File: src/issue_pkg.sv
// Shared types of the issue stage
// Physical register tags, dispatch ages, opcodes and the age comparison

`default_nettype none

package issue_pkg;

  // ========================================
  // Widths and types
  // ========================================

  // 64 physical registers
  localparam int PREG_W = 6;
  typedef logic [PREG_W-1:0] preg_t;

  // Top bit is the wrap bit, lower bits the sequence index
  localparam int AGE_W = 5;
  typedef logic [AGE_W-1:0] age_t;

  // Carried through, never decoded
  localparam int OP_W = 4;
  typedef logic [OP_W-1:0] opcode_t;

  // ========================================
  // Age comparison
  // ========================================

  // True when age a was dispatched before age b
  function automatic logic age_older(input age_t a, input age_t b);
    if (a[AGE_W-1] == b[AGE_W-1]) begin
      return a[AGE_W-2:0] < b[AGE_W-2:0];
    end else begin
      // Index wrapped between the two ops
      return a[AGE_W-2:0] > b[AGE_W-2:0];
    end
  endfunction

endpackage

`default_nettype wire

File: src/exec_pipe.sv
// Execution pipe
// Takes the oldest offer across the banks, runs it through a stallable
// fixed-latency pipe and drives completion and the wakeup broadcast

`default_nettype none

module exec_pipe import issue_pkg::*; #(
  parameter int NUM_BANKS = 2,
  parameter int EXEC_LAT  = 2
) (
  input  wire logic                    clk,
  input  wire logic                    rst_n,
  input  wire logic                    flush_i,
  // Issue offers, one per bank
  input  wire logic [NUM_BANKS-1:0]    iss_valid_i,
  input  wire opcode_t [NUM_BANKS-1:0] iss_op_i,
  input  wire age_t [NUM_BANKS-1:0]    iss_age_i,
  input  wire preg_t [NUM_BANKS-1:0]   iss_pdest_i,
  input  wire logic [NUM_BANKS-1:0]    iss_pdest_valid_i,
  output logic [NUM_BANKS-1:0]         iss_ready_o,
  // Completion port
  input  wire logic                    cmp_ready_i,
  output logic                         cmp_valid_o,
  output opcode_t                      cmp_op_o,
  output age_t                         cmp_age_o,
  output preg_t                        cmp_pdest_o,
  output logic                         cmp_pdest_valid_o,
  // Wakeup broadcast
  output logic                         wk_valid_o,
  output preg_t                        wk_tag_o
);

  localparam int BW = (NUM_BANKS > 1) ? $clog2(NUM_BANKS) : 1;

  logic [EXEC_LAT-1:0] st_vld_q;
  opcode_t             st_op_q     [EXEC_LAT];
  age_t                st_age_q    [EXEC_LAT];
  preg_t               st_pdest_q  [EXEC_LAT];
  logic                st_pdv_q    [EXEC_LAT];

  // Stage inputs
  logic [EXEC_LAT-1:0] in_vld;
  opcode_t             in_op       [EXEC_LAT];
  age_t                in_age      [EXEC_LAT];
  preg_t               in_pdest    [EXEC_LAT];
  logic                in_pdv      [EXEC_LAT];

  logic [EXEC_LAT-1:0] can_load;
  logic [BW-1:0]       pick_idx;
  logic                pick_found;
  logic                iss_fire;

  // ========================================
  // Oldest-first arbiter
  // ========================================

  always_comb begin
    pick_found = 1'b0;
    pick_idx   = '0;
    for (int b = 0; b < NUM_BANKS; b++) begin
      if (iss_valid_i[b] &&
          (!pick_found || age_older(iss_age_i[b], iss_age_i[pick_idx]))) begin
        pick_found = 1'b1;
        pick_idx   = BW'(b);
      end
    end
  end

  assign iss_fire = pick_found && can_load[0];

  always_comb begin
    iss_ready_o = '0;
    if (iss_fire) begin
      iss_ready_o[pick_idx] = 1'b1;
    end
  end

  // ========================================
  // Pipe stages
  // ========================================

  // A stage loads when empty or when its op moves on
  always_comb begin
    can_load[EXEC_LAT-1] = !st_vld_q[EXEC_LAT-1] || cmp_ready_i;
    for (int k = EXEC_LAT - 2; k >= 0; k--) begin
      can_load[k] = !st_vld_q[k] || can_load[k+1];
    end
  end

  always_comb begin
    in_vld[0]   = iss_fire;
    in_op[0]    = iss_op_i[pick_idx];
    in_age[0]   = iss_age_i[pick_idx];
    in_pdest[0] = iss_pdest_i[pick_idx];
    in_pdv[0]   = iss_pdest_valid_i[pick_idx];
    for (int k = 1; k < EXEC_LAT; k++) begin
      in_vld[k]   = st_vld_q[k-1];
      in_op[k]    = st_op_q[k-1];
      in_age[k]   = st_age_q[k-1];
      in_pdest[k] = st_pdest_q[k-1];
      in_pdv[k]   = st_pdv_q[k-1];
    end
  end

  always_ff @(posedge clk or negedge rst_n) begin
    if (!rst_n) begin
      st_vld_q <= '0;
    end else if (flush_i) begin
      st_vld_q <= '0;
    end else begin
      for (int k = 0; k < EXEC_LAT; k++) begin
        if (can_load[k]) begin
          st_vld_q[k] <= in_vld[k];
        end
      end
    end
  end

  always_ff @(posedge clk) begin
    for (int k = 0; k < EXEC_LAT; k++) begin
      if (can_load[k] && in_vld[k]) begin
        st_op_q[k]    <= in_op[k];
        st_age_q[k]   <= in_age[k];
        st_pdest_q[k] <= in_pdest[k];
        st_pdv_q[k]   <= in_pdv[k];
      end
    end
  end

  // ========================================
  // Completion and wakeup
  // ========================================

  assign cmp_valid_o       = st_vld_q[EXEC_LAT-1];
  assign cmp_op_o          = st_op_q[EXEC_LAT-1];
  assign cmp_age_o         = st_age_q[EXEC_LAT-1];
  assign cmp_pdest_o       = st_pdest_q[EXEC_LAT-1];
  assign cmp_pdest_valid_o = st_pdv_q[EXEC_LAT-1];

  assign wk_valid_o = cmp_valid_o && cmp_ready_i && cmp_pdest_valid_o;
  assign wk_tag_o   = cmp_pdest_o;

  a_one_grant: assert property (
    @(posedge clk) disable iff (!rst_n || flush_i)
    $onehot0(iss_ready_o)
  );

  // Completion holds steady until it is taken
  a_cmp_stable: assert property (
    @(posedge clk) disable iff (!rst_n || flush_i)
    cmp_valid_o && !cmp_ready_i |=> cmp_valid_o &&
      $stable({cmp_op_o, cmp_age_o, cmp_pdest_o, cmp_pdest_valid_o})
  );

endmodule

`default_nettype wire

File: config.mk
export PLATFORM = sky130hd
export DESIGN_NAME = exec_pipe
export DESIGN_NICKNAME = d
export VERILOG_FILES = /design/src/issue_pkg.sv /design/src/exec_pipe.sv
export SDC_FILE = /design/constraint.sdc
export NUM_CORES = 1
export LEC_CHECK = 0
export BUFFER_PORTS_ARGS = -buffer_cell sky130_fd_sc_hd__buf_2
export CORE_MARGIN = 2
export CORE_UTILIZATION = 25
export DETAILED_ROUTE_END_ITERATION = 10
export SKIP_LAST_GASP = 1
export SLEW_MARGIN = 20
export SYNTH_ARGS = -nofsm -noshare
export SYNTH_HDL_FRONTEND = slang
export SYNTH_SLANG_ARGS = --single-unit
File: constraint.sdc
create_clock -name clk -period 2.55 [get_ports clk]
set_input_delay 0.1275 -clock clk [delete_from_list [all_inputs] [get_ports clk]]
set_output_delay 0.1275 -clock clk [all_outputs]
set_load 0.01 [all_outputs]
Yosys cells after proc, flatten, opt, wreduce, memory -nomap -nowiden
Memory sizes are Yosys's and may differ from the RTL's.
Cells that the tools add are included.
W data, S select, Z words.

operators by class
  $lt $le $gt $ge = 4
  equal/unequal tests = 1
  multiplexer cells = 22
  reduce and logical (&&, ||, !) cells = 15

operator list
  cell                  number
  $mux W1               13
  $mux W6               2
  $mux W5               2
  $mux W4               2
  $logic_and A1 B1 Y1   7
  $gt A4 B4 Y1          1
  $lt A4 B4 Y1          1
  $mux W2               2
  $reduce_bool A2 Y1    2
  $logic_not A1 Y1      3
  $logic_or A1 B1 Y1    3
  $lt A1 B2 Y1 const B  1
  $demux W1 S1          1
  $eq A1 B1 Y1          1
  $ge A1 B1 Y1 const B  1

word-level totals
  bits in registers = 2
  bits in writable memories = 32
  bits of input ports = 38
  output and inout port bits = 26
  logic and storage cells = 48
  memories kept = 4

memories
  name        words  bits a word  read ports  clocked after memory_dff  write ports  line             text
  st_pdest_q  2      6            2           0                         2            exec_pipe.sv:38  preg_t st_pdest_q [EXEC_LAT];
  st_age_q    2      5            2           0                         2            exec_pipe.sv:37  age_t st_age_q [EXEC_LAT];
  st_op_q     2      4            2           0                         2            exec_pipe.sv:36  opcode_t st_op_q [EXEC_LAT];
  st_pdv_q    2      1            2           0                         2            exec_pipe.sv:39  logic st_pdv_q [EXEC_LAT];

Logic depth before layout (Yosys ltp)
  depth after elaboration = 10
  mapped depth = 8
  mapped depth without buffers = 7

Worst setup path after synthesis
OpenSTA, ideal clock, no wires.

  path type = input to register
  from = input port iss_age_i[1] (netlist bit)
  to = memory st_age_q[0][1] (netlist bit), data pin
  library setup time = 0.260 ns
  arrival = 1.644 ns
  data required time = 2.290 ns
  path slack = 0.646 ns
  stages on the path = 8
  cells stage by stage = inv_1 ha_1 nor2b_1 o211ai_1 a21oi_1 o21ai_4 buf_12 mux2_4

RTL lines
  element          line             text
  start, declared  exec_pipe.sv:17  input wire age_t [NUM_BANKS-1:0] iss_age_i,
  end, declared    exec_pipe.sv:37

Worst setup path after layout
  from = register st_vld_q[1]
  to = output port iss_ready_o[0]

between the ends
  longest elaborated chain between the ends = 5

RTL lines
  element                          line              text
  start, declared                  exec_pipe.sv:35   logic [EXEC_LAT-1:0] st_vld_q;
  start signal, assigned by index  exec_pipe.sv:113  st_vld_q[k] <= in_vld[k];
  $logic_not A1 Y1                 exec_pipe.sv:84   can_load[EXEC_LAT-1] = !st_vld_q[EXEC_LAT-1] || cmp_ready_i;
  $logic_or A1 B1 Y1               exec_pipe.sv:84
  $logic_or A1 B1 Y1               exec_pipe.sv:86   can_load[k] = !st_vld_q[k] || can_load[k+1];
  $logic_and A1 B1 Y1              exec_pipe.sv:69   assign iss_fire = pick_found && can_load[0];
  $mux W2                          exec_pipe.sv:73   if (iss_fire) begin
  end, declared                    exec_pipe.sv:20   output logic [NUM_BANKS-1:0] iss_ready_o,

Every way passes these cells.

==> results <==
- The flow ran to the end, and the final reports show no timing, DRC or antenna violations.
- The area of the mapped netlist is 0.00150 mm^2.
- Measured along the y axis, the die boundary spans 81.4 um.
- Summed over all instances, the cell type with the most area after synthesis is sky130_fd_sc_hd__edfxtp_1.
- The final critical-path share of the clock period is 73.9%.
- The overall overflow remaining after global route is 0.
- The switching share of power is 22.8%.
- Once the clock tree was built, the resizer swapped 0 gates to a different size.
- The total of flip-flops plus latches after synthesis is 34.
- The number of sinks handled by clock tree synthesis is 34.
- The analysis attributes to net switching a power of 0.282 mW.
- The number of CTS-inserted buffers is 5.
- The clock group share of total power is 29.1%.
- The actual transition at the worst max-transition pin is 677 ps.
- The floorplan step defined a core boundary enclosing 0.00585 mm^2.
- The async set-or-reset flop fraction in the synthesized netlist is 5.88%.
- Entering global routing, the biggest net connects 17 pins.
- In the final layout, the share of cells above drive strength 1 is 57.0%.
- At the placement stage, the worst setup path has a slack of 498 ps.
- Across all register-to-register paths, the minimum setup slack is 870 ps.
- After routing the design area is slightly below 0.002 mm^2.
- Max-cap violations in this run came to 0.
- The endpoint of the lowest-slack register-to-register path is st_pdv_q[0][0]$_DFFE_PP_.
- The standby leakage power is roughly 0.87 nW.
- Clock skew on the completed layout was measured at 4.12 ps.
- The top-level I/O count is 64.
- For this run, the top clock speed supported by timing is 0.531 GHz.
- Ranked by total cell area, the synthesized netlist is headed by sky130_fd_sc_hd__edfxtp_1, sky130_fd_sc_hd__mux2_4, sky130_fd_sc_hd__mux2_2.
- At the end of the flow, the number of nets in the layout was between 150 and 200.
- The worst register-to-register path has a depth of 3.
- STA puts the critical path data required time at 2420 ps.
- The cell-internal power is 0.954 mW.
- Summed over all nets, wire length on met2 after detailed routing comes to 1420 um.
- After synthesis, the mean cell area works out to around 17 um^2.
- The post-route setup TNS is 0 ps.
- Detailed placement finished with a half-perimeter wire length of between 2000 and 2500 um.
- The count of unique library cells instantiated by Yosys is 22.
- The worst setup path is captured at an output pin.
- The class of the tightest hold or removal check is input pin to register.
- During placement, the flow inserted port buffers numbering 63.
- Once placement finished, the instance area stood at 0.00187 mm^2.
- Setup violations remaining at the end of the flow were counted as 0.
- The overall die width is 81.4 um.
- The synthesized instance count is 89.
- The maximum clock path buffer count is 2.
- The share of total power dissipated in combinational logic is 15.1%.
- The number of nets with antenna violations after detailed routing is 0.
- The path with the worst hold slack has its endpoint at st_vld_q[0]$_DFFE_PN0P_.
- In the detailed route, the total length drawn on met3 is ~240 um.
- The quantity of hold-fixing buffers added after cts is 1.
- The final hold violation count is 0.
- The detail-routed via count per cell is about 4.
- Relative to the synthesized area, the layout overhead comes to 31.3%.
- The number of global-route vias before repair is ~900.
- Setup repair after global routing left no endpoint under its margin.
- The clock period could shrink to about 1900 ps.
- The met1 wire length is 1080 um.
- The initial antenna violation count is 0.
- In this run the most critical hold path is launched from flush_i.
- The overall via count from detail_route is about 910.
- The wire length of the first global-routing pass is 4030 um.
- In this run the tightest slew margin relative to its limit is 54.9%.
- The total detailed-routing wirelength is 2760 um.
- By startpoint and endpoint, the worst setup path is classified as register to output pin.
- The least setup slack across all paths after layout is 666 ps.
- Clock-pin slew was measured on the worst setup and hold paths at roughly 60 ps.
- The clock tree from TritonCTS is done.
- In this run the number of H-tree levels came out at 2.
- The commonest cells after synthesis are sky130_fd_sc_hd__edfxtp_1, sky130_fd_sc_hd__mux2_2, sky130_fd_sc_hd__mux2_4.
- In this run the worst path has a maximum fanout of 12.
- Across every metal layer, demand over resource in global routing totals 8.40%.
- Data arrives at the worst endpoint at 1760 ps.
- The number of enable-type register cells in the synthesized netlist is 32.
- Once the clock tree was built, the setup fixing pass inserted 0 buffers.
- The effective utilization at floorplan is 25.6%.
- The proportion of synthesized chip area in sequential cells is 67.6%.
- The hold-critical path depth is 2.
- The total number of yosys warnings is 0.
- The filler cell count in the final layout is around 620.
- The share of the synthesized area in the top cell type is 64.2%.
- Routed signal wires occupy layers up through met4.
- In the final routed layout, each cell accounts on average for 11.9 um.
- After floorplanning, the core was divided into 28 placement rows.
- The weighted congestion at the end of routability-driven global placement is approximately 0.65.
- In the routed design, unresolved DRC markers number 0.
- The final-report max-slew violation count is 0.
- The count of antenna diodes in the layout is 0.
- The number of nets produced by synthesis is 131.
- In the synthesized netlist the dominant register cell turns out to be sky130_fd_sc_hd__edfxtp_1.
- The violation count after the first detailed-route iteration is 17.
- The area enclosed by the die boundary is 0.00662 mm^2.
- The tree is rooted in a sky130_fd_sc_hd__clkbuf_8.
- The startpoint identified for the worst register-to-register timing path is st_vld_q[1]$_DFFE_PN0P_.
- The portion of total power attributed to sequential cells is a little under three fifths.
- The critical path startpoint category is a register.
- The clock network latency to the later pin of the worst-skew pair is between 200 and 300 ps.
- The worst supply voltage drop on vdd is 195 uV.
- The number of search-and-repair iterations in the first detailed-routing pass is 2.
- sky130_fd_sc_hd__edfxtp_1 is the most common cell in the netlist.
- The power per cell area is 629 mW/mm^2.
-- worst max-delay path, cell delays in order, from the launching register on --
cell	delay, ps
sky130_fd_sc_hd__dfrtp_1	380
sky130_fd_sc_hd__nor2b_1	190
sky130_fd_sc_hd__a21oi_2	550
sky130_fd_sc_hd__and2_1	220
sky130_fd_sc_hd__buf_2	130
-- how the worst max path moves through the flow --
stage / from / endpoint / depth (start not counted)
floorplan: iss_age_i[1] / st_age_q[0][1]$_DFFE_PP_ / 8
global placement: iss_age_i[1] / st_op_q[0][2]$_DFFE_PP_ / 9
detailed placement: iss_age_i[1] / st_pdv_q[0][0]$_DFFE_PP_ / 9
CTS: st_vld_q[1]$_DFFE_PN0P_ / iss_ready_o[0] / 4
global route: st_vld_q[1]$_DFFE_PN0P_ / iss_ready_o[0] / 4
finish: st_vld_q[1]$_DFFE_PN0P_ / iss_ready_o[0] / 4
-- layout by cell type (no fill, tap or decap), types with 2 or more instances in the layout --
cell type / netlist / layout
sky130_fd_sc_hd__mux2_2: 8 / 8
sky130_fd_sc_hd__mux2_4: 8 / 8
sky130_fd_sc_hd__buf_2: 0 / 63
sky130_fd_sc_hd__buf_4: 6 / 4
sky130_fd_sc_hd__clkinv_1: 0 / 3
sky130_fd_sc_hd__nand2_1: 2 / 2
sky130_fd_sc_hd__edfxtp_1: 32 / 32
sky130_fd_sc_hd__clkbuf_8: 0 / 5
sky130_fd_sc_hd__ha_1: 4 / 4
sky130_fd_sc_hd__a21oi_1: 5 / 4
sky130_fd_sc_hd__nor2b_1: 3 / 3
sky130_fd_sc_hd__nor2_1: 3 / 3
sky130_fd_sc_hd__inv_1: 5 / 5
sky130_fd_sc_hd__dfrtp_1: 2 / 2
-- flip-flops by register name (all words and copies together) (netlist names) --
register    cells
st_pdest_q     12
st_age_q       10
st_op_q         8
st_pdv_q        2
st_vld_q        2
-- cells by family (layout without fill, tap and decap cells) --
kind of cell	count (synthesis)	count (layout)	synth area share, %
xor+xnor	1	1	0.585
mux	16	16	14.0
fa+ha+maj	4	4	3.34
buf+inv	12	81	5.60
compound gates	11	11	5.10
simple gates	11	11	3.76
flops	34	34	67.6
-- through the flow --
stage                     instances  util [%]  total power, mW  hold WS (ps)
final                           233      33.6             1.24          12.9
after detailed placement        224      32.0            0.892         -81.5
after global routing            233      33.6             1.31          8.56
after global placement          224      32.0            0.887         -86.3
after floorplan                  89         -            0.817          -168
after CTS                       233      33.6             1.26          2.40
-- power groups by stage --
| stage | sequential [mW] | clock, mW | combinational (mW) |
|---|---|---|---|
| after CTS | 0.690 | 0.378 | 0.191 |
| after detailed placement | 0.702 | 0 | 0.190 |
| after global routing | 0.693 | 0.404 | 0.208 |
| after floorplan | 0.711 | 0 | 0.106 |
| final | 0.689 | 0.360 | 0.187 |
| after global placement | 0.699 | 0 | 0.188 |
-- routing by layer --
metal	vias up	global-route usage [%]
met5	-	0
met1	406	8.60
li1	459	-
met3	3	3.33
met4	0	2.54
met2	44	15.6
-- layout make-up --
| cell class | instances | area, um^2 | area share (%) |
|---|---|---|---|
| flip-flops and latches | 34 | 1010 | 51.5 |
| multi-input cells | 43 | 405 | 20.6 |
| repair buffers | 68 | 355 | 18.1 |
| well taps | 75 | 93.8 | 4.78 |
| clock buffers | 5 | 68.8 | 3.50 |
| inverters | 5 | 18.8 | 0.955 |
| clock inverters | 3 | 11.3 | 0.573 |
Note: power is estimated with default switching activity, not from simulation.
