==> config.mk <==
export PLATFORM = sky130hd
export DESIGN_NAME = rs_bank
export DESIGN_NICKNAME = d
export VERILOG_FILES = /design/src/issue_pkg.sv /design/src/rs_bank.sv
export SDC_FILE = /design/constraint.sdc
export NUM_CORES = 1
export LEC_CHECK = 0
export BUFFER_PORTS_ARGS = -buffer_cell sky130_fd_sc_hd__buf_2
export CORE_ASPECT_RATIO = 0.8
export CORE_MARGIN = 2
export CORE_UTILIZATION = 40
export DETAILED_ROUTE_END_ITERATION = 7
export SYNTH_ARGS = -nofsm -noshare
export SYNTH_HDL_FRONTEND = slang
export SYNTH_SLANG_ARGS = --single-unit
==> constraint.sdc <==
create_clock -name clk -period 7.8 [get_ports clk]
set_input_delay 0.39 -clock clk [delete_from_list [all_inputs] [get_ports clk]]
set_output_delay 0.39 -clock clk [all_outputs]
set_load 0.01 [all_outputs]
==> src/issue_pkg.sv <==
// Shared types of the issue stage
// Physical register tags, dispatch ages, opcodes and the age comparison

`default_nettype none

package issue_pkg;

  // ========================================
  // Widths and types
  // ========================================

  // 64 physical registers
  localparam int PREG_W = 6;
  typedef logic [PREG_W-1:0] preg_t;

  // Top bit is the wrap bit, lower bits the sequence index
  localparam int AGE_W = 5;
  typedef logic [AGE_W-1:0] age_t;

  // Carried through, never decoded
  localparam int OP_W = 4;
  typedef logic [OP_W-1:0] opcode_t;

  // ========================================
  // Age comparison
  // ========================================

  // True when age a was dispatched before age b
  function automatic logic age_older(input age_t a, input age_t b);
    if (a[AGE_W-1] == b[AGE_W-1]) begin
      return a[AGE_W-2:0] < b[AGE_W-2:0];
    end else begin
      // Index wrapped between the two ops
      return a[AGE_W-2:0] > b[AGE_W-2:0];
    end
  endfunction

endpackage

`default_nettype wire

==> src/rs_bank.sv <==
// Reservation-station bank
// Holds ops until both sources are ready and offers the oldest ready one

`default_nettype none

module rs_bank import issue_pkg::*; #(
  parameter int BANK_DEPTH = 4
) (
  input  wire logic    clk,
  input  wire logic    rst_n,
  input  wire logic    flush_i,
  // Write port
  input  wire logic    wr_valid_i,
  input  wire opcode_t wr_op_i,
  input  wire age_t    wr_age_i,
  input  wire preg_t   wr_psrc0_i,
  input  wire logic    wr_psrc0_wait_i,
  input  wire preg_t   wr_psrc1_i,
  input  wire logic    wr_psrc1_wait_i,
  input  wire preg_t   wr_pdest_i,
  input  wire logic    wr_pdest_valid_i,
  output logic         wr_ready_o,
  // Wakeup broadcast
  input  wire logic    wk_valid_i,
  input  wire preg_t   wk_tag_i,
  // Issue port
  input  wire logic    iss_ready_i,
  output logic         iss_valid_o,
  output opcode_t      iss_op_o,
  output age_t         iss_age_o,
  output preg_t        iss_pdest_o,
  output logic         iss_pdest_valid_o
);

  localparam int IW = (BANK_DEPTH > 1) ? $clog2(BANK_DEPTH) : 1;

  // Entry storage
  logic [BANK_DEPTH-1:0] vld_q;
  opcode_t               op_q       [BANK_DEPTH];
  age_t                  age_q      [BANK_DEPTH];
  preg_t                 psrc0_q    [BANK_DEPTH];
  preg_t                 psrc1_q    [BANK_DEPTH];
  logic                  w0_q       [BANK_DEPTH];
  logic                  w1_q       [BANK_DEPTH];
  preg_t                 pdest_q    [BANK_DEPTH];
  logic                  pdest_v_q  [BANK_DEPTH];

  logic [BANK_DEPTH-1:0] rdy;
  logic [IW-1:0]         wr_idx;
  logic [IW-1:0]         sel_idx;
  logic                  sel_found;
  logic                  iss_fire;

  // ========================================
  // Write slot
  // ========================================

  assign wr_ready_o = !(&vld_q);

  // Lowest free entry
  always_comb begin
    wr_idx = '0;
    for (int i = BANK_DEPTH - 1; i >= 0; i--) begin
      if (!vld_q[i]) begin
        wr_idx = IW'(i);
      end
    end
  end

  // ========================================
  // Oldest-ready select
  // ========================================

  always_comb begin
    for (int i = 0; i < BANK_DEPTH; i++) begin
      rdy[i] = vld_q[i] && !w0_q[i] && !w1_q[i];
    end
  end

  always_comb begin
    sel_found = 1'b0;
    sel_idx   = '0;
    for (int i = 0; i < BANK_DEPTH; i++) begin
      if (rdy[i] && (!sel_found || age_older(age_q[i], age_q[sel_idx]))) begin
        sel_found = 1'b1;
        sel_idx   = IW'(i);
      end
    end
  end

  assign iss_valid_o       = sel_found;
  assign iss_op_o          = op_q[sel_idx];
  assign iss_age_o         = age_q[sel_idx];
  assign iss_pdest_o       = pdest_q[sel_idx];
  assign iss_pdest_valid_o = pdest_v_q[sel_idx];
  assign iss_fire          = sel_found && iss_ready_i;

  // ========================================
  // Entry state
  // ========================================

  always_ff @(posedge clk or negedge rst_n) begin
    if (!rst_n) begin
      vld_q <= '0;
    end else if (flush_i) begin
      vld_q <= '0;
    end else begin
      if (iss_fire) begin
        vld_q[sel_idx] <= 1'b0;
      end
      // Write slot is always a free entry, never the one issuing
      if (wr_valid_i) begin
        vld_q[wr_idx] <= 1'b1;
      end
    end
  end

  // Payload and wait bits, qualified by the valid bit
  always_ff @(posedge clk) begin
    for (int i = 0; i < BANK_DEPTH; i++) begin
      if (wk_valid_i && (psrc0_q[i] == wk_tag_i)) begin
        w0_q[i] <= 1'b0;
      end
      if (wk_valid_i && (psrc1_q[i] == wk_tag_i)) begin
        w1_q[i] <= 1'b0;
      end
    end
    if (wr_valid_i) begin
      op_q[wr_idx]      <= wr_op_i;
      age_q[wr_idx]     <= wr_age_i;
      psrc0_q[wr_idx]   <= wr_psrc0_i;
      psrc1_q[wr_idx]   <= wr_psrc1_i;
      w0_q[wr_idx]      <= wr_psrc0_wait_i;
      w1_q[wr_idx]      <= wr_psrc1_wait_i;
      pdest_q[wr_idx]   <= wr_pdest_i;
      pdest_v_q[wr_idx] <= wr_pdest_valid_i;
    end
  end

  // Steering only writes into a bank that has room
  a_no_write_when_full: assert property (
    @(posedge clk) disable iff (!rst_n || flush_i)
    wr_valid_i |-> wr_ready_o
  );

endmodule

`default_nettype wire

=== After elaboration in Yosys (flattened, before gate mapping) ===
Memory sizes are Yosys's and may differ from the RTL's.
Cells that the tools add are included.

* Bits of input ports: 42
* Memories kept: 8
* Bits in writable memories: 120
* Logic and storage cells: 111
* Register bits after elaboration: 4

* Equality and inequality tests: 11
* Muxes and demuxes: 40
* Bitwise operators: 3
* Magnitude comparators: 10
* Reductions and logical operators: 38

{| class="wikitable"
|+ Memories
! memory !! depth !! width !! read ports !! clocked after Yosys merged registers in !! wr ports !! line !! source
|-
| pdest_q || 4 || 6 || 1 || 0 || 1 || rs_bank.sv:45 || <nowiki>preg_t pdest_q [BANK_DEPTH];</nowiki>
|-
| psrc0_q || 4 || 6 || 4 || 0 || 1 || rs_bank.sv:41 || <nowiki>preg_t psrc0_q [BANK_DEPTH];</nowiki>
|-
| psrc1_q || 4 || 6 || 4 || 0 || 1 || rs_bank.sv:42 || <nowiki>preg_t psrc1_q [BANK_DEPTH];</nowiki>
|-
| age_q || 4 || 5 || 7 || 0 || 1 || rs_bank.sv:40 || <nowiki>age_t age_q [BANK_DEPTH];</nowiki>
|-
| op_q || 4 || 4 || 1 || 0 || 1 || rs_bank.sv:39 || <nowiki>opcode_t op_q [BANK_DEPTH];</nowiki>
|-
| pdest_v_q || 4 || 1 || 1 || 0 || 1 || rs_bank.sv:46 || <nowiki>logic pdest_v_q [BANK_DEPTH];</nowiki>
|-
| 2 more memories || n/a || n/a || n/a || n/a || n/a || n/a ||
|}

{| class="wikitable"
|+ Operator list
! operator !! number
|-
| $eq A6 B6 Y1 || 8
|-
| $mux W1 || 28
|-
| $logic_and A1 B1 Y1 || 22
|-
| $mux W4 || 4
|-
| $gt A4 B4 Y1 || 3
|-
| $logic_not A1 Y1 || 12
|-
| $lt A4 B4 Y1 || 3
|-
| $mux W2 || 6
|-
| $lt A2 B3 Y1 const B || 2
|-
| $and A4 B4 Y4 || 1
|-
| $demux W1 S2 || 2
|-
| $ge A2 B1 Y1 const B || 2
|-
| $not A4 Y4 || 1
|-
| $or A4 B4 Y4 || 1
|-
| $reduce_and A4 Y1 || 1
|-
| $eq A1 B1 Y1 || 3
|-
| $logic_or A1 B1 Y1 || 3
|}

=== Logic depth before layout (Yosys ltp) ===
Gate-level depths: netlist (run 1).
An unclocked memory read counts as a cell.

* Depth after elaboration: 32
* Mapped depth: 30
* Depth with buffers taken out: 27

=== Least setup slack after synthesis (run 1) ===
No wires, ideal clock.

* Path kind: flip-flop to output port
* Start: memory age_q[1][1] (netlist name)
* End: output iss_age_o[1]
* Stages on the path, launching flop included: 29
* Slack: 1.563 ns
* Required time: 7.410 ns
* Data arrival time: 5.847 ns
* Cells stage by stage: edfxtp_1 -> ha_1 -> nor2b_1 -> o211ai_1 -> nand2_1 -> mux2_2 -> a21oi_1 -> mux2_2 -> inv_1 -> ha_1 -> nor2b_1 -> o211ai_1 -> nand2_1 -> nand2_1 -> or3b_1 -> a21oi_2 -> buf_2 -> nor3_1 -> or2_2 -> ha_1 -> nor2b_1 -> o21ai_0 -> nand2b_1 -> a21oi_1 -> a41oi_2 -> and2_4 -> buf_6 -> buf_6 -> o31ai_1

{| class="wikitable"
|+ RTL lines
! item !! line !! source
|-
| start, declared || rs_bank.sv:40 ||
|-
| end, declared || rs_bank.sv:30 || <nowiki>output age_t iss_age_o,</nowiki>
|}

==> impl_summary.md, run 1 <==
Timing
The normalized max-slew margin is 54.4%. The final count of pins violating max slew is 0. The slew at the pin with the worst max-slew slack is 0.683 ns. In the final timing run, aggregate negative setup slack is 0 ns.

The worst path meets setup with 0.418 ns of slack. The number of hold-slack violations in the final timing report is 0. Hold timing on the final database bottoms out at a slack of 0.186 ns. Setup repair after global routing left no endpoint under its margin. The clock skew after layout is 0.00679 ns. The worst path in the final design needs a cycle of 7.38 ns, including I/O delays and setup. Setup violations remaining at the end of the flow were counted as 0. The fmax is 135 MHz. The share of the cycle needed by the critical path after routing is 94.6%.

Clock tree
The clock latency on the worst-skew pair is 0.41 ns. In this run, CTS created clock tree buffers numbering 17. TritonCTS built the clock tree. Once the clock tree was built, the setup fixing pass inserted 0 buffers. The longest clock path from root to sink contains 2 buffers. The TritonCTS sink count is 124. The clock-pin slew reported for the worst setup and hold paths after clock tree synthesis is 0.05 ns. The H-tree depth is 4. The root buffer selected by CTS is sky130_fd_sc_hd__clkbuf_16.

Critical path
Along the worst path, the maximum fanout reaches 17. The signal arrival time at the worst endpoint is 6.99 ns. The worst setup path is launched from a register. STA puts the critical path data required time at 7.41 ns.

Counting cells, the worst reg-to-reg path comes to 26. The setup slack of the worst register-to-register path is 1.48 ns. The critical path launch point is age_q[1][1].

In this run the critical register-to-register path is captured at vld_q[3]. The critical register-to-register path startpoint is age_q[1][1]. The worst setup path is captured at an output port. The critical path is of the register to output port type.

Synthesis
The biggest area contributor in the post-synthesis netlist is sky130_fd_sc_hd__edfxtp_1. The flip-flop and latch count after synthesis is 124. The count of unique library cells instantiated by Yosys is 51. The synthesized design devotes to its leading area cell type 62.9% of total area. By count the netlist is led by sky130_fd_sc_hd__edfxtp_1, sky130_fd_sc_hd__xnor2_1, sky130_fd_sc_hd__nand3_1. Synthesis produced a netlist whose cell count is 417. Yosys attributes the largest share of cell area to sky130_fd_sc_hd__edfxtp_1, sky130_fd_sc_hd__xnor2_1, sky130_fd_sc_hd__ha_1. Summing the sequential cell areas from Yosys gives 64.6% of the chip area. Among all flip-flop cells after synthesis, the most frequent one is sky130_fd_sc_hd__edfxtp_1. The most numerous cell in the Yosys netlist is sky130_fd_sc_hd__edfxtp_1.

The synthesized netlist occupies a cell area of 5730 sq um. The number of synthesized flops with an enable pin is 120. The synthesized area per cell is 13.7 sq um. Of all flip-flops after synthesis, the portion carrying an async set or reset was 3.23%. The post-synthesis net count is 471. Yosys printed 0 warnings.

Finish
Of the cells placed in the final design, the portion with a size suffix greater than 1 is 23.8%. The number of nets in the layout is 539. For this run, the number of standard cells in the final layout without fillers is 679. The design area is 6760 sq um.

Compared with the post-synthesis result, the final layout area differs by 17.9%. The repair_antennas step left the layout with diodes totalling 0.

Die
The area of the die is 15300 sq um. During I/O placement, the number of pins put on the boundary was 60. After floorplanning, the core was sized to cover 14200 sq um.

The number of core rows is 39. In this run the horizontal extent of the chip is 138 um. Measured along the y axis, the die boundary spans 111 um. The initial core utilization is 40.5%.

Routing
The ratio of routed vias to standard cells is 5.34. The routed layout has 3623 vias. The post-detailed-routing wire length is 13000 um.

The count of nets left with antenna violations once routing finished came out at 0. After detailed routing, the number of remaining DRC violations is 0. After the first detailed-routing iteration, the DRC count stood at 210.

The detailed-router iteration count before antenna repair is 5. Dividing the detail-routed wire length by the instance count gives 19.2 um.

Power
The analysis attributes to cell leakage a power of 0.00239 uW. Across the VDD grid, the largest voltage drop is 0.127 mV. For this design the ratio of total power to cell area is 233 nW/um^2.

Global route
The maximum number of pins on one net before global-route repair is 22. The first global-routing pass estimated 20200 um of wire. Summed over all layers, the global routing overflow is 0.

The initial antenna violation count is 0. The combined global-route utilization of all metal layers is 17.9%. The via count of the first global-routing pass is 3602.

Hold path
The path with the worst hold slack has its endpoint at vld_q[3]. The count of cells along the worst hold path is 2. The startpoint of the tightest hold check path is flush_i. The tightest min-delay check is of the primary input to register type.

Place
Routability-driven placement finished with a final weighted congestion of 0.924. The placed instances occupy a cell area of 6230 sq um. After legalization and detailed placement, the total HPWL measured 8930 um.

Prior to clock tree synthesis, the placed netlist has a worst setup slack of 0.815 ns. Input and output buffers added on the ports amount to 59. The number of cells after detailed placement is 649.

Job
The tool flagged a number of max-cap violations equal to 0.

Run status
The flow ran to the end, and the final reports show no timing, DRC or antenna violations.
==> registers in the layout (all words and copies together), names as in the netlist <==
signal,count
psrc0_q,24
w1_q,4
vld_q,4
age_q,20
psrc1_q,24
pdest_v_q,4
pdest_q,24
w0_q,4
op_q,16
==> cell type report <==
class	instances	area, sq um
clock buffers	17	425
clock inverters	12	83.8
fillers	1218	7390
inverters	14	52.6
multi-input cells	259	1890
flip-flops and latches	124	3700
well taps	184	230
repair buffers	69	373
==> cell families after synthesis <==
group                      Yosys count  synth area share (%)
adders and majority gates           12                  2.62
AOI/OAI and AO/OA                   77                  10.4
muxes                                7                  1.33
xor gates and xnor gates            49                  7.49
and+or+nand+nor                    114                  10.9
buffers and inverters               34                  2.66
DFF                                124                  64.6
==> critical path, cell delays in order (launching register included) <==
cell	delay (ns)
sky130_fd_sc_hd__edfxtp_1	0.38
sky130_fd_sc_hd__ha_1	0.31
sky130_fd_sc_hd__nor2b_1	0.13
sky130_fd_sc_hd__o211ai_1	0.29
sky130_fd_sc_hd__nand2_1	0.10
sky130_fd_sc_hd__mux2_2	0.31
sky130_fd_sc_hd__a21oi_4	0.42
sky130_fd_sc_hd__mux2_2	0.41
sky130_fd_sc_hd__inv_1	0.06
sky130_fd_sc_hd__ha_1	0.22
sky130_fd_sc_hd__nor2b_1	0.13
sky130_fd_sc_hd__o211ai_1	0.20
sky130_fd_sc_hd__nand2_1	0.14
sky130_fd_sc_hd__nand2_1	0.08
sky130_fd_sc_hd__or3b_1	0.14
sky130_fd_sc_hd__a21o_1	0.48
sky130_fd_sc_hd__a21oi_1	0.17
sky130_fd_sc_hd__or2_2	0.33
sky130_fd_sc_hd__ha_1	0.30
sky130_fd_sc_hd__nor2b_1	0.14
sky130_fd_sc_hd__o21ai_0	0.19
sky130_fd_sc_hd__nand2b_1	0.08
sky130_fd_sc_hd__a21oi_1	0.33
sky130_fd_sc_hd__a41oi_2	0.15
sky130_fd_sc_hd__buf_4	0.22
sky130_fd_sc_hd__and2_4	0.25
sky130_fd_sc_hd__o31ai_1	0.38
sky130_fd_sc_hd__buf_2	0.20
==> per-stage QoR <==
stage,total power (uW),utilization [%]
global placement,892,44.0
global route,1620,47.7
CTS,1580,47.7
floorplan,845,-
finish,1570,47.7
detailed placement,894,44.0
==> per-layer routing <==
layer / GRT usage (%) / part of all wire (%) / vias up
met2: 26.2 / 45 / 109
met5: 0 / 0 / -
met1: 26.1 / 48 / 1768
met4: 6.94 / 1.7 / 0
met3: 4.07 / 4.8 / 17
li1: - / - / 1729
==> how the worst max path moves through the flow <==
stage / slack [ns] / endpoint / cells past startpoint
after global routing: 0.006 / iss_op_o[2] / 27
after floorplan: 1.56 / iss_age_o[1] / 28
after detailed placement: 0.81 / iss_op_o[1] / 27
after global placement: 1.05 / iss_op_o[1] / 27
after CTS: 0.28 / iss_pdest_o[0] / 27
final: 0.42 / iss_op_o[1] / 27
==> power breakdown <==
group | switching (uW) | leakage [uW] | internal [uW]
Clock | 267 | 0.000256 | 423
Combinational | 72.6 | 0.000977 | 46.9
Sequential | 8.20 | 0.00116 | 754
==> placed cells by master (no fill, tap or decap), types with 3 or more instances in the layout <==
| cell | n |
|---|---|
| sky130_fd_sc_hd__o41ai_1 | 4 |
| sky130_fd_sc_hd__dfrtp_1 | 4 |
| sky130_fd_sc_hd__ha_1 | 12 |
| sky130_fd_sc_hd__nor2b_1 | 14 |
| sky130_fd_sc_hd__nand3_1 | 22 |
| sky130_fd_sc_hd__buf_4 | 9 |
| sky130_fd_sc_hd__clkbuf_16 | 17 |
| sky130_fd_sc_hd__xor2_1 | 13 |
| sky130_fd_sc_hd__o31ai_1 | 11 |
| sky130_fd_sc_hd__and2_1 | 8 |
| sky130_fd_sc_hd__mux2_2 | 5 |
| sky130_fd_sc_hd__nand4_1 | 13 |
| sky130_fd_sc_hd__o31ai_2 | 5 |
| sky130_fd_sc_hd__clkinv_2 | 7 |
| sky130_fd_sc_hd__o21ai_0 | 4 |
| sky130_fd_sc_hd__edfxtp_1 | 120 |
| sky130_fd_sc_hd__nor2_1 | 15 |
| sky130_fd_sc_hd__nor3_1 | 5 |
| sky130_fd_sc_hd__clkinv_1 | 3 |
| sky130_fd_sc_hd__o22ai_1 | 3 |
| sky130_fd_sc_hd__xnor2_1 | 36 |
| sky130_fd_sc_hd__inv_1 | 14 |
| sky130_fd_sc_hd__a2111oi_0 | 11 |
| sky130_fd_sc_hd__nor3b_1 | 4 |
| sky130_fd_sc_hd__nand2_1 | 18 |
| sky130_fd_sc_hd__a21oi_1 | 20 |
| sky130_fd_sc_hd__buf_2 | 59 |
==> what timing repair did <==
| item | in CTS | in global routing |
|---|---|---|
| hold buffers | 1 | 0 |
| endpoints found under the hold margin | 4 | 0 |
| gates resized for setup | 0 | 1 |
| setup endpoints to repair | 0 | 6 |
Power figures use the tool's default switching activity.
==> run 2: changes to the inputs <==
==> constraint.sdc (replaced) <==
create_clock -name clk -period 7.8 [get_ports clk]
set_input_delay 1.95 -clock clk [delete_from_list [all_inputs] [get_ports clk]]
set_output_delay 1.95 -clock clk [all_outputs]
set_load 0.01 [all_outputs]
==> impl_summary.md, run 2 (synthesized netlist as in run 1, its figures left out) <==
Finish
Largest registers: pdest_q (24), psrc0_q (24), psrc1_q (24) (unchanged). The count of antenna diodes in the layout is 0 (unchanged). The number of fill cells is 1195 (was 1218). The multi-input logic area is 2210 sq um (was 1890 sq um).

The most common cell after layout, fill and taps aside is sky130_fd_sc_hd__edfxtp_1 (unchanged). The number of non-filler instances in the completed layout is 698 (was 679). The number of nets in the layout is 556 (was 539).

The fraction of final layout cells sized beyond drive strength 1 is 33.9% (was 23.8%). Most frequent cells in the layout: sky130_fd_sc_hd__edfxtp_1, sky130_fd_sc_hd__buf_2, sky130_fd_sc_hd__xnor2_1 (unchanged). The flip-flop and latch area is 3700 sq um (unchanged). The area growth from synthesis to final layout is 26.4% (was 17.9%). The final core area utilization is 51.2% (was 47.7%).

Critical path
The critical path launch point was age_q[0][1] (was age_q[1][1]). The worst endpoint required time is 5.85 ns (was 7.41 ns). The family with the most delay on the worst path is simple AND/OR/NAND/NOR gates (was compound AO/OA/AOI/OAI gates).

The maximum net fanout on the critical path is 8 (was 17). The kind of launch point of the worst setup path is a register (unchanged). The signal arrival time at the worst endpoint is 5.77 ns (was 6.99 ns). The worst path buffer plus inverter count was 4 (was 3). The kind of end point of the critical path is an output port (unchanged). The library cell contributing the largest single delay on the critical path is sky130_fd_sc_hd__or3b_4 (was sky130_fd_sc_hd__a21o_1). The critical path class is register to output port (unchanged). The critical register-to-register path startpoint is age_q[0][1] (was age_q[1][1]). The delay of the slowest cell on the worst path is 0.43 ns (was 0.48 ns).

Die
The die height is 111 um (unchanged). The number of ports placed on the die boundary is 60 (unchanged). The horizontal die dimension came to 138 um (unchanged).

The area of the die is 15300 sq um (unchanged). The number of core rows is 39 (unchanged). The core area came to 14200 sq um (unchanged). The initial core utilization is 40.5% (unchanged).

Clock tree
The H-tree depth is 4 (unchanged). The clock latency on the worst-skew pair is 0.42 ns (was 0.41 ns). The deepest clock path buffer count is 2 (unchanged).

The TritonCTS sink count came to 124 (unchanged). The total CTS buffers is 17 (unchanged). The number of buffers inserted by hold repair at cts is 0 (was 1).

The clock-pin slew reported for the worst setup and hold paths after clock tree synthesis came to 0.05 ns (about the same). The clock tree from TritonCTS was done (unchanged). The root buffer selected by CTS is sky130_fd_sc_hd__clkbuf_16 (unchanged).

Timing
The final critical path time including I/O delays and setup is 7.72 ns (was 7.38 ns). The clock skew after layout is 0.00970 ns (was 0.00679 ns). The number of hold-slack violations in the final timing report was 0 (unchanged). The slew at the pin with the worst max-slew slack is 0.891 ns (was 0.683 ns). The normalized max-slew margin is 39.1% (was 54.4%). Setup repair after global routing missed its margin: true (was false). The setup-violating endpoint count in the final report was 0 (unchanged). The fmax was 130 MHz (was 135 MHz).

The share of the cycle needed by the critical path after routing is 99.0% (was 94.6%). The final count of pins violating max slew is 0 (unchanged).

Run status
Outcome: finished, final reports clean (unchanged).

Power
The maximum vdd ir drop is 0.180 mV (was 0.127 mV). The internal power of the cells is 1250 uW (was 1220 uW). The power per standard cell area is 223 nW/um^2 (was 233 nW/um^2). The portion of total power attributed to combinational logic is 8.9% (was 7.6%). The proportion of power drawn by the clock network came to 43.9% (about the same). The switching part of the total is 22.7% (was 22.1%).

The switching power of the nets is 367 uW (was 348 uW). The proportion of power drawn by flip-flops and latches is 47.3% (was 48.5%). The leakage power total was 0.00254 uW (was 0.00239 uW).

Routing
The iteration-0 DRC count of the detailed router is 283 (was 210). The detailed-route wire length per cell was 19.7 um (was 19.2 um). The ratio of routed vias to standard cells is 5.37 (was 5.34). The total via count after detailed routing is 3749 (was 3623). The DRC violations left is 0 (unchanged). The post-detailed-routing wire length is 13700 um (was 13000 um). The number of routed nets with antenna violations was 0 (unchanged). The detailed-router iteration count before antenna repair is 5 (unchanged).

Global route
The initial antenna violation count came to 0 (unchanged). The leftover overflow at the end of global routing was 0 (unchanged). The via count of the first global-routing pass came to 3854 (was 3602). The first-pass GRT wire length is 21300 um (was 20200 um).

The combined global-route utilization of all metal layers is 19.0% (was 17.9%). The maximum number of pins on one net before global-route repair is 32 (was 22).

Place
The number of cells after detailed placement came to 653 (was 649). The detailed placer's ending HPWL is 8770 um (was 8930 um). The count of input and output buffers is 59 (unchanged). The final RePlAce weighted congestion came to 0.830 (was 0.924).

Job
The max-cap check violation count is 0 (unchanged).

Hold path
The startpoint of the tightest hold check path is vld_q[1] (was flush_i). The type of the tightest min-delay check was register to register (was primary input to register).
run 2: cell types whose count changed in the layout (fill, tap and decap cells not counted), sizes merged:
| cell | change |
|---|---|
| inv | +1 |
| and2 | +2 |
| clkinvlp | +4 |
| clkbuf | +1 |
| buf | +16 |
| clkinv | -4 |
| dlygate4sd3 | -1 |
run 2: worst min-delay path: cells and delay by family, from the launching register on:
kind,cells,cell delay [ns]
DFF,1,0.44
and+or+nand+nor,1,0.13
AOI/OAI and AO/OA,1,0.06
run 2: path summary, 6_finish.rpt:
kind | slack [ns] | cells past startpoint | to
setup reg to reg | 2.39 | 28 | vld_q[3]
setup / recovery | 0.08 | 28 | iss_pdest_o[5]
hold / removal | 0.67 | 2 | vld_q[1]
hold reg to reg | 0.67 | 2 | vld_q[1]
min in group asynchronous | 1.32 | 1 | vld_q[2]
max in group asynchronous | 6.35 | 1 | vld_q[1]
run 2: metal layers:
metal	up-vias	global-route usage, %	share of wire (%)
met5	-	0	0
met3	20	5.03	5.1
li1	1767	-	-
met1	1851	26.0	46
met2	111	29.0	47
met4	0	7.35	2.0
run 2: power by group through the flow:
stage	sequential, uW	combinational (uW)	clock (uW)
after floorplan	773	71.8	0
after global placement	775	118	0
after detailed placement	775	120	0
after CTS	762	123	719
after global routing	764	156	748
final	762	143	708
run 2: repair_timing:
item,CTS,global route
setup endpoints to repair,16,16
gates cloned,2,1
pin swaps,4,30
setup buffers,4,7
resized for setup,12,58
run 2: stage by stage:
step / TNS [ns] / power [uW] / area [sq um] / hold WS (ns) / worst slack [ns]
2_1_floorplan: 0 / 845 / 5730 / 0.591 / 0.00292
3_3_place_gp: 0 / 893 / 6260 / 0.655 / 0.419
3_5_place_dp: 0 / 895 / 6260 / 0.666 / 0.150
4_1_cts: -0.00253 / 1600 / 6880 / 0.675 / -0.00253
5_1_grt: -1.89 / 1670 / 7240 / 0.725 / -0.167
6_report: 0 / 1610 / 7240 / 0.668 / 0.0794
run 2: final cells by class:
| type | instances | area share, % |
|---|---|---|
| multi-input cells | 261 | 30.6 |
| repair buffers | 84 | 6.98 |
| clock buffers | 18 | 5.93 |
| clock inverters | 13 | 1.42 |
| flip-flops and latches | 124 | 51.1 |
| well taps | 184 | 3.18 |
| inverters | 14 | 0.760 |
